File: src/cgra_dma_defines.svh
// CGRA data mover, read path
// Sizing constants shared by the package and the RTL

`ifndef CGRA_DMA_DEFINES_SVH
`define CGRA_DMA_DEFINES_SVH

// Input nodes feeding the CGRA
`define CGRA_DMA_NODES 4

// Words buffered per node
`define CGRA_DMA_FIFO_DEPTH 10

// Reads in flight on the bus
`define CGRA_DMA_MAX_OUTST 4

// Data widths
`define CGRA_DMA_WORD_W 32
`define CGRA_DMA_BEAT_W 64

// Size and stride in bytes
`define CGRA_DMA_SIZE_W 16

`endif

File: src/cgra_dma_pkg.sv
// CGRA data mover types
// Vector types, node configuration and the record kept per issued read

`include "cgra_dma_defines.svh"

package cgra_dma_pkg;

    // Byte address on the bus
    typedef logic [31:0] addr_t;

    typedef logic [`CGRA_DMA_WORD_W-1:0] word_t;
    typedef logic [`CGRA_DMA_BEAT_W-1:0] beat_t;

    // Byte count, for size and stride alike
    typedef logic [`CGRA_DMA_SIZE_W-1:0] size_t;

    // One bit per node, one-hot for grants
    typedef logic [`CGRA_DMA_NODES-1:0] node_mask_t;

    // Node FIFO fill level, 0 up to full depth
    typedef logic [$clog2(`CGRA_DMA_FIFO_DEPTH):0] fifo_cnt_t;

    // Read stream of one node
    typedef struct packed {
        addr_t base;
        size_t size;
        size_t stride;
    } node_cfg_t;

    // Destination of a read that is still in flight
    typedef struct packed {
        node_mask_t node;
        logic       upper_word;
    } outst_info_t;

endpackage

File: src/rr_arbiter.sv
// Round-robin arbiter with one-hot grant
// Search starts one past the last granted request and wraps around

`timescale 1ns/10ps

module rr_arbiter #(
    parameter int unsigned WIDTH = 4
) (
    input  logic             clk_i,
    input  logic             rst_ni,
    input  logic [WIDTH-1:0] req_i,
    input  logic             enable_i,
    output logic [WIDTH-1:0] gnt_o
);

    logic [WIDTH-1:0]   ptr_q, ptr_d;
    logic [2*WIDTH-1:0] double_req;
    logic [2*WIDTH-1:0] double_gnt;

    always_ff @(posedge clk_i or negedge rst_ni) begin
        if (!rst_ni) begin
            ptr_q <= WIDTH'(1);
        end else begin
            ptr_q <= ptr_d;
        end
    end

    always_comb begin
        // Subtracting the pointer clears the first request at or above it,
        // masking with the request then leaves only that bit.
        // The doubled vector covers the wrap past the top bit
        double_req = {req_i, req_i};
        double_gnt = double_req & ~(double_req - {{WIDTH{1'b0}}, ptr_q});

        if (enable_i) begin
            gnt_o = double_gnt[WIDTH-1:0] | double_gnt[2*WIDTH-1:WIDTH];
        end else begin
            gnt_o = '0;
        end

        // Next search starts just above the winner
        if (gnt_o != '0) begin
            ptr_d = {gnt_o[WIDTH-2:0], gnt_o[WIDTH-1]};
        end else begin
            ptr_d = ptr_q;
        end
    end

endmodule

File: src/sync_fifo.sv
// Synchronous FIFO with fill level
// Circular buffer, head word read straight from storage

`timescale 1ns/10ps

module sync_fifo #(
    parameter int unsigned DEPTH = 4,
    parameter type         T     = logic [7:0]
) (
    input  logic                   clk_i,
    input  logic                   rst_ni,
    input  logic                   push_i,
    input  T                       data_i,
    input  logic                   pop_i,
    output T                       data_o,
    output logic                   full_o,
    output logic                   empty_o,
    output logic [$clog2(DEPTH):0] usage_o
);

    localparam int unsigned PTR_W = (DEPTH > 1) ? $clog2(DEPTH) : 1;
    localparam int unsigned CNT_W = $clog2(DEPTH) + 1;

    T                   mem_q [DEPTH];
    logic [PTR_W-1:0]   wr_ptr_q;
    logic [PTR_W-1:0]   rd_ptr_q;
    logic [CNT_W-1:0]   usage_q;
    logic               do_push;
    logic               do_pop;

    assign full_o  = (usage_q == CNT_W'(DEPTH));
    assign empty_o = (usage_q == '0);
    assign usage_o = usage_q;

    // Requests beyond the limits are dropped
    assign do_push = push_i && !full_o;
    assign do_pop  = pop_i && !empty_o;

    assign data_o = mem_q[rd_ptr_q];

    always_ff @(posedge clk_i) begin
        if (do_push) begin
            mem_q[wr_ptr_q] <= data_i;
        end
    end

    always_ff @(posedge clk_i or negedge rst_ni) begin
        if (!rst_ni) begin
            wr_ptr_q <= '0;
            rd_ptr_q <= '0;
            usage_q  <= '0;
        end else begin
            if (do_push) begin
                wr_ptr_q <= (wr_ptr_q == PTR_W'(DEPTH - 1)) ? '0 : wr_ptr_q + 1'b1;
            end
            if (do_pop) begin
                rd_ptr_q <= (rd_ptr_q == PTR_W'(DEPTH - 1)) ? '0 : rd_ptr_q + 1'b1;
            end

            // Level only moves when exactly one side acts
            case ({do_push, do_pop})
                2'b10:   usage_q <= usage_q + 1'b1;
                2'b01:   usage_q <= usage_q - 1'b1;
                default: usage_q <= usage_q;
            endcase
        end
    end

endmodule

File: src/read_addr_gen.sv
// Read address generation for the CGRA input nodes
// Tracks the run and each node's offset, arbitrates between nodes
// and drives the AR channel one read at a time

`timescale 1ns/10ps
`include "cgra_dma_defines.svh"

module read_addr_gen (
    input  logic                                          clk_i,
    input  logic                                          rst_ni,
    input  logic                                          start_i,
    input  cgra_dma_pkg::node_cfg_t [`CGRA_DMA_NODES-1:0] node_cfg_i,
    input  cgra_dma_pkg::fifo_cnt_t [`CGRA_DMA_NODES-1:0] node_usage_i,
    input  logic                                          outst_full_i,
    input  logic                                          outst_empty_i,
    input  logic                                          ar_ready_i,
    output cgra_dma_pkg::addr_t                           ar_addr_o,
    output logic                                          ar_valid_o,
    output logic                                          outst_push_o,
    output cgra_dma_pkg::outst_info_t                     outst_info_o,
    output logic                                          busy_o
);

    import cgra_dma_pkg::*;

    // Room left for every read that may still be in flight
    localparam fifo_cnt_t REQ_LIMIT =
        fifo_cnt_t'(`CGRA_DMA_FIFO_DEPTH - `CGRA_DMA_MAX_OUTST);

    logic                        busy_q, busy_d;
    logic                        run_end;
    logic                        wait_q, wait_d;
    logic                        ar_free;
    size_t [`CGRA_DMA_NODES-1:0] offs_q, offs_d;
    node_mask_t                  node_done;
    node_mask_t                  arb_req;
    node_mask_t                  arb_gnt;
    logic                        arb_en;
    logic                        new_ar;
    addr_t                       gnt_addr;
    addr_t                       addr_q;

    // Run control and requests
    always_comb begin
        for (int i = 0; i < `CGRA_DMA_NODES; i++) begin
            node_done[i] = (offs_q[i] >= node_cfg_i[i].size);
            arb_req[i]   = !node_done[i] && (node_usage_i[i] < REQ_LIMIT);
        end

        // Finished only once all streams are issued and all data is back
        run_end = busy_q && (&node_done) && outst_empty_i;
        busy_d  = start_i || (busy_q && !run_end);
    end

    // AR slot is free when idle or when the pending request is taken
    assign ar_free = !wait_q || ar_ready_i;
    assign arb_en  = busy_q && ar_free && !outst_full_i;
    assign new_ar  = |arb_gnt;
    assign wait_d  = new_ar || (wait_q && !ar_ready_i);

    rr_arbiter #(
        .WIDTH ( `CGRA_DMA_NODES )
    ) i_rr_arbiter (
        .clk_i    ( clk_i   ),
        .rst_ni   ( rst_ni  ),
        .req_i    ( arb_req ),
        .enable_i ( arb_en  ),
        .gnt_o    ( arb_gnt )
    );

    // Address of the granted node and offset update
    always_comb begin
        gnt_addr = '0;
        offs_d   = offs_q;
        for (int i = 0; i < `CGRA_DMA_NODES; i++) begin
            if (arb_gnt[i]) begin
                gnt_addr  = node_cfg_i[i].base + addr_t'(offs_q[i]);
                offs_d[i] = offs_q[i] + node_cfg_i[i].stride;
            end
        end

        // Next run restarts every stream at its base
        if (run_end) begin
            offs_d = '0;
        end
    end

    // Bit 2 picks the 32-bit half of the 64-bit beat
    assign outst_push_o            = new_ar;
    assign outst_info_o.node       = arb_gnt;
    assign outst_info_o.upper_word = gnt_addr[2];

    always_ff @(posedge clk_i or negedge rst_ni) begin
        if (!rst_ni) begin
            busy_q <= 1'b0;
            wait_q <= 1'b0;
            offs_q <= '0;
        end else begin
            busy_q <= busy_d;
            wait_q <= wait_d;
            offs_q <= offs_d;
        end
    end

    // Held while the AR request waits for ready
    always_ff @(posedge clk_i) begin
        if (new_ar) begin
            addr_q <= gnt_addr;
        end
    end

    assign ar_addr_o  = {addr_q[31:3], 3'b000};
    assign ar_valid_o = wait_q;
    assign busy_o     = busy_q;

endmodule

File: src/read_data_steer.sv
// Read data steering toward the CGRA input nodes
// Matches each returned beat with its queued request, picks the word
// and buffers it in that node's FIFO

`timescale 1ns/10ps
`include "cgra_dma_defines.svh"

module read_data_steer (
    input  logic                                          clk_i,
    input  logic                                          rst_ni,
    input  logic                                          outst_push_i,
    input  cgra_dma_pkg::outst_info_t                     outst_info_i,
    input  cgra_dma_pkg::beat_t                           r_data_i,
    input  logic                                          r_valid_i,
    input  cgra_dma_pkg::node_mask_t                      ready_i,
    output logic                                          outst_full_o,
    output logic                                          outst_empty_o,
    output cgra_dma_pkg::fifo_cnt_t [`CGRA_DMA_NODES-1:0] node_usage_o,
    output cgra_dma_pkg::word_t [`CGRA_DMA_NODES-1:0]     data_o,
    output cgra_dma_pkg::node_mask_t                      valid_o
);

    import cgra_dma_pkg::*;

    outst_info_t head_info;
    word_t       beat_word;
    node_mask_t  node_push;
    node_mask_t  node_pop;
    node_mask_t  node_empty;

    // Beats come back in request order
    sync_fifo #(
        .DEPTH ( `CGRA_DMA_MAX_OUTST ),
        .T     ( outst_info_t        )
    ) i_outst_fifo (
        .clk_i   ( clk_i         ),
        .rst_ni  ( rst_ni        ),
        .push_i  ( outst_push_i  ),
        .data_i  ( outst_info_i  ),
        .pop_i   ( r_valid_i     ),
        .data_o  ( head_info     ),
        .full_o  ( outst_full_o  ),
        .empty_o ( outst_empty_o ),
        .usage_o (               )
    );

    assign beat_word = head_info.upper_word ?
                       r_data_i[2*`CGRA_DMA_WORD_W-1:`CGRA_DMA_WORD_W] :
                       r_data_i[`CGRA_DMA_WORD_W-1:0];

    assign node_push = r_valid_i ? head_info.node : '0;

    assign valid_o  = ~node_empty;
    assign node_pop = valid_o & ready_i;

    for (genvar i = 0; i < `CGRA_DMA_NODES; i++) begin : gen_node_fifo
        sync_fifo #(
            .DEPTH ( `CGRA_DMA_FIFO_DEPTH ),
            .T     ( word_t               )
        ) i_node_fifo (
            .clk_i   ( clk_i           ),
            .rst_ni  ( rst_ni          ),
            .push_i  ( node_push[i]    ),
            .data_i  ( beat_word       ),
            .pop_i   ( node_pop[i]     ),
            .data_o  ( data_o[i]       ),
            .full_o  (                 ),
            .empty_o ( node_empty[i]   ),
            .usage_o ( node_usage_o[i] )
        );
    end

endmodule

File: src/cgra_dma_read.sv
// CGRA data mover, read path top level
// Streams each node's words from memory over the AR and R channels
// into per-node FIFOs read by the CGRA

`timescale 1ns/10ps
`include "cgra_dma_defines.svh"

module cgra_dma_read (
    input  logic                                          clk_i,
    input  logic                                          rst_ni,
    input  logic                                          start_i,
    input  cgra_dma_pkg::node_cfg_t [`CGRA_DMA_NODES-1:0] node_cfg_i,
    // AR channel
    output cgra_dma_pkg::addr_t                           ar_addr_o,
    output logic                                          ar_valid_o,
    input  logic                                          ar_ready_i,
    // R channel, always accepted
    input  cgra_dma_pkg::beat_t                           r_data_i,
    input  logic                                          r_valid_i,
    // CGRA input nodes
    output cgra_dma_pkg::word_t [`CGRA_DMA_NODES-1:0]     data_o,
    output cgra_dma_pkg::node_mask_t                      valid_o,
    input  cgra_dma_pkg::node_mask_t                      ready_i,
    output logic                                          read_busy_o
);

    import cgra_dma_pkg::*;

    logic                            outst_push;
    outst_info_t                     outst_info;
    logic                            outst_full;
    logic                            outst_empty;
    fifo_cnt_t [`CGRA_DMA_NODES-1:0] node_usage;

    read_addr_gen i_read_addr_gen (
        .clk_i         ( clk_i       ),
        .rst_ni        ( rst_ni      ),
        .start_i       ( start_i     ),
        .node_cfg_i    ( node_cfg_i  ),
        .node_usage_i  ( node_usage  ),
        .outst_full_i  ( outst_full  ),
        .outst_empty_i ( outst_empty ),
        .ar_ready_i    ( ar_ready_i  ),
        .ar_addr_o     ( ar_addr_o   ),
        .ar_valid_o    ( ar_valid_o  ),
        .outst_push_o  ( outst_push  ),
        .outst_info_o  ( outst_info  ),
        .busy_o        ( read_busy_o )
    );

    read_data_steer i_read_data_steer (
        .clk_i         ( clk_i       ),
        .rst_ni        ( rst_ni      ),
        .outst_push_i  ( outst_push  ),
        .outst_info_i  ( outst_info  ),
        .r_data_i      ( r_data_i    ),
        .r_valid_i     ( r_valid_i   ),
        .ready_i       ( ready_i     ),
        .outst_full_o  ( outst_full  ),
        .outst_empty_o ( outst_empty ),
        .node_usage_o  ( node_usage  ),
        .data_o        ( data_o      ),
        .valid_o       ( valid_o     )
    );

endmodule

File: config.mk
export PLATFORM = sky130hd
export DESIGN_NAME = cgra_dma_read
export DESIGN_NICKNAME = d
export VERILOG_FILES = /design/src/cgra_dma_pkg.sv /design/src/rr_arbiter.sv /design/src/sync_fifo.sv /design/src/read_addr_gen.sv /design/src/read_data_steer.sv /design/src/cgra_dma_read.sv
export VERILOG_INCLUDE_DIRS = /design/src
export SDC_FILE = /design/constraint.sdc
export NUM_CORES = 2
export LEC_CHECK = 0
export ABC_AREA = 0
export BUFFER_PORTS_ARGS = -buffer_cell sky130_fd_sc_hd__buf_4
export CORE_ASPECT_RATIO = 0.7
export CORE_UTILIZATION = 50
export DETAILED_ROUTE_END_ITERATION = 16
export HOLD_SLACK_MARGIN = 0.1
export PLACE_DENSITY = 0.76
export SLEW_MARGIN = 25
export SYNTH_ARGS = -nofsm -noshare
export SYNTH_HDL_FRONTEND = slang
export SYNTH_HIERARCHICAL = 1
export SYNTH_SLANG_ARGS = --single-unit
export TNS_END_PERCENT = 20
File: constraint.sdc
create_clock -name clk_i -period 6.9 [get_ports clk_i]
set_input_delay 0.345 -clock clk_i [delete_from_list [all_inputs] [get_ports clk_i]]
set_output_delay 0.345 -clock clk_i [all_outputs]
set_load 0.02 [all_outputs]
==> impl_metrics.csv <==
group,metric,value,unit
outcome,status,"complete, but fails checks",
outcome,violations,"design-rule violations",
flow_run,drv_cap,0,
logic_synthesis,avgSynthCellArea,15.2,um2
layout,layout-drive-gt1-share,28.7,%
drt,wire_per_inst,26.6,um
drt,dr.pass1.iters,13,
timing,finalCritPeriodShare,92.9,%
clocking,post_cts_buffers,0,
clocking,cts_num_sinks,1458,
setup_path,cpMaxStageDelayCell,"a2111oi_2",
power,powerDensity,471,mW/mm2
layout,area.growth.synth_to_final,16.6,%
setup_path,critPathKind,"reg2reg",
clocking,htreeDepth,4,
clocking,clk_root_buffer_cell,"clkbuf_16",
clocking,clkSlewWorstSetupHoldPaths,0.07,ns
timing,period_needed,6.41,ns
layout,layout_commonest_cell,"edfxtp_1",
global_routing,antenna_found_initial,13,
setup_path,worstPathMaxFanout,36,
placed_design,io_buffers,491,
layout,layout_common_cells,"edfxtp_1 (1329), buf_4 (555), mux2_2 (396)",
power,vdd_drop_max,347,uV
drt,num_vias,41200,
setup_path,crit_top_cell,"inv_1",
setup_path,critPathLaunchType,"register",
die,die-height,307,um
die,row_count,111,
placed_design,gp_congestion,1.03,
die,die_w,438,um
drt,drc,3,
global_routing,overflow,0,
setup_path,crit_arrival,6.93,ns
logic_synthesis,ys.warnings.count,6,
setup_path,cp_cell_sequence,"inv_1, ha_1, nand2b_1, a21o_1, a21o_1, a21oi_1, o21ai_0, a211o_1, a211o_1, a2111oi_2, ha_1, a21oi_1, nor2b_1, o41ai_1, nand3_1, inv_1, buf_4, inv_1, nor2_1, buf_4, a221oi_1, dlygate4sd3_1",
drt,wirelength,182000,um
drt,antenna_left,0,
drt,via_per_inst,6.04,
clocking,cts_tree,"done",
setup_path,cp-startpoint,"i_read_addr_gen/offs_q[32]",
setup_path,rr_worst_depth,22,
setup_path,reg2reg_from,"i_read_addr_gen/offs_q[32]",
timing,fin_skew,0.0256,ns
clocking,cts_buffers,139,
timing,fmax,0.156,GHz
die,ios,495,
global_routing,grt_pass1_wl,265000,um
die,core-area,0.132,mm2
power,p_leak,27.7,nW
worst_hold_path,hold_path.class,"in2async",
global_routing,grt_max_degree,70,
logic_synthesis,synthCells,4383,
timing,finalSetupViolations,0,
logic_synthesis,netlist_area,0.0666,mm2
timing,setup-tns-final,0,ns
die,die_area,0.135,mm2
setup_path,critical_path.max_stage_delay,0.62,ns
clocking,clk_latency,0.78,ns
placed_design,dp_hpwl,118000,um
clocking,clockBufferDepth,3,
drt,drt-initial-drc-count,4334,
setup_path,end_kind,"register",
timing,slew_viol_final,0,
power,report.power.total,36.6,mW
timing,rsz0062_at_grt,"no",
timing,slew_headroom,33.2,%
layout,nets,5488,
global_routing,grt_pass1_vias,40300,
die,initial_utilization,50.6,%
setup_path,critPathRequiredTime,7.42,ns
timing,worstMarginPinSlew,1.00,ns
timing,hold_viol_final,0,
global_routing,grt.total_usage,26.8,%
[metrics by stage]
step / cells / worst slack (ns) / cell area, um2 / hold slack (ns) / utilization [%]
floorplan: 4385 / 0.462 / 66600 / 0.0494 / -
global placement: 6486 / 0.689 / 72200 / 0.363 / 54.9
detailed placement: 6505 / 0.370 / 72700 / 0.363 / 55.2
CTS: 6805 / 0.0678 / 77500 / 0.102 / 58.9
global route: 6810 / 0.0990 / 77600 / 0.138 / 59.0
finish: 6825 / 0.490 / 77600 / 0.122 / 59.0
[report_power, final]
part	leakage, nW	switching [mW]	internal (mW)
clock network	2.14	3.39	4.08
logic	12.1	9.76	6.24
registers	13.5	1.14	12.0
total	27.7	14.3	22.3
[state kept, by name (all words and copies together), names as in the netlist, 2 cells and up]
register / count
i_read_data_steer/gen_node_fifo.i_node_fifo/usage_o: 20
i_read_addr_gen/i_rr_arbiter/ptr_q: 4
i_read_addr_gen/offs_q: 64
i_read_addr_gen/addr_q: 29
i_read_data_steer/i_outst_fifo/wr_ptr_q: 2
i_read_data_steer/gen_node_fifo.i_node_fifo/wr_ptr_q: 16
i_read_data_steer/gen_node_fifo.i_node_fifo/rd_ptr_q: 16
i_read_data_steer/gen_node_fifo.i_node_fifo/mem_q: 1280
i_read_data_steer/i_outst_fifo/usage_o: 3
i_read_data_steer/i_outst_fifo/rd_ptr_q: 2
i_read_data_steer/i_outst_fifo/mem_q: 20
[worst max-delay path: cells and delay by family, from the launching register on]
kind / cells / cell delay [ns]
AO/OA/AOI/OAI: 10 / 2.59
AND/OR/NAND/NOR: 4 / 0.62
buffers and inverters: 6 / 1.87
adder cells (fa/ha/maj): 2 / 0.64
flip-flops: 1 / 0.40
[layout make-up]
cell class / instances / area [um2]
inverters: 150 / 563
clock buffers: 185 / 3750
fillers: 9800 / 53900
flip-flops and latches: 1458 / 43200
repair buffers: 621 / 5130
well taps: 1751 / 2190
multi-input cells: 2570 / 22100
clock inverters: 71 / 674
diodes: 19 / 47.5
[per-layer routing]
metal / GRT usage [%] / wire length (um) / vias to the layer above
met2: 40.0 / 81900 / 1812
li1: - / - / 18200
met3: 4.69 / 14600 / 288
met5: 0 / 13 / -
met1: 39.6 / 79600 / 20900
met4: 9.27 / 5680 / 2
[repair_timing]
item / 4_1_cts / 5_1_grt
hold buffers: 44 / 0
resized for setup: 0 / 1
setup endpoints to repair: 0 / 6
endpoints found under the hold margin: 88 / 0
[path summary, 6_finish.rpt]
| path | to | slack, ns |
|---|---|---|
| min in group clk_i | i_read_addr_gen/offs_q[51] | 0.12 |
| worst min register to register | i_read_data_steer/i_outst_fifo/usage_o[2] | 0.50 |
| worst max-delay path | i_read_addr_gen/addr_q[24] | 0.49 |
| worst min-delay path | i_read_addr_gen/offs_q[18] | 0.12 |
| worst max register to register | i_read_addr_gen/addr_q[24] | 0.49 |
| max in group asynchronous | asynchronous set/reset pin | 5.01 |
(Power assumes the default switching activity.)
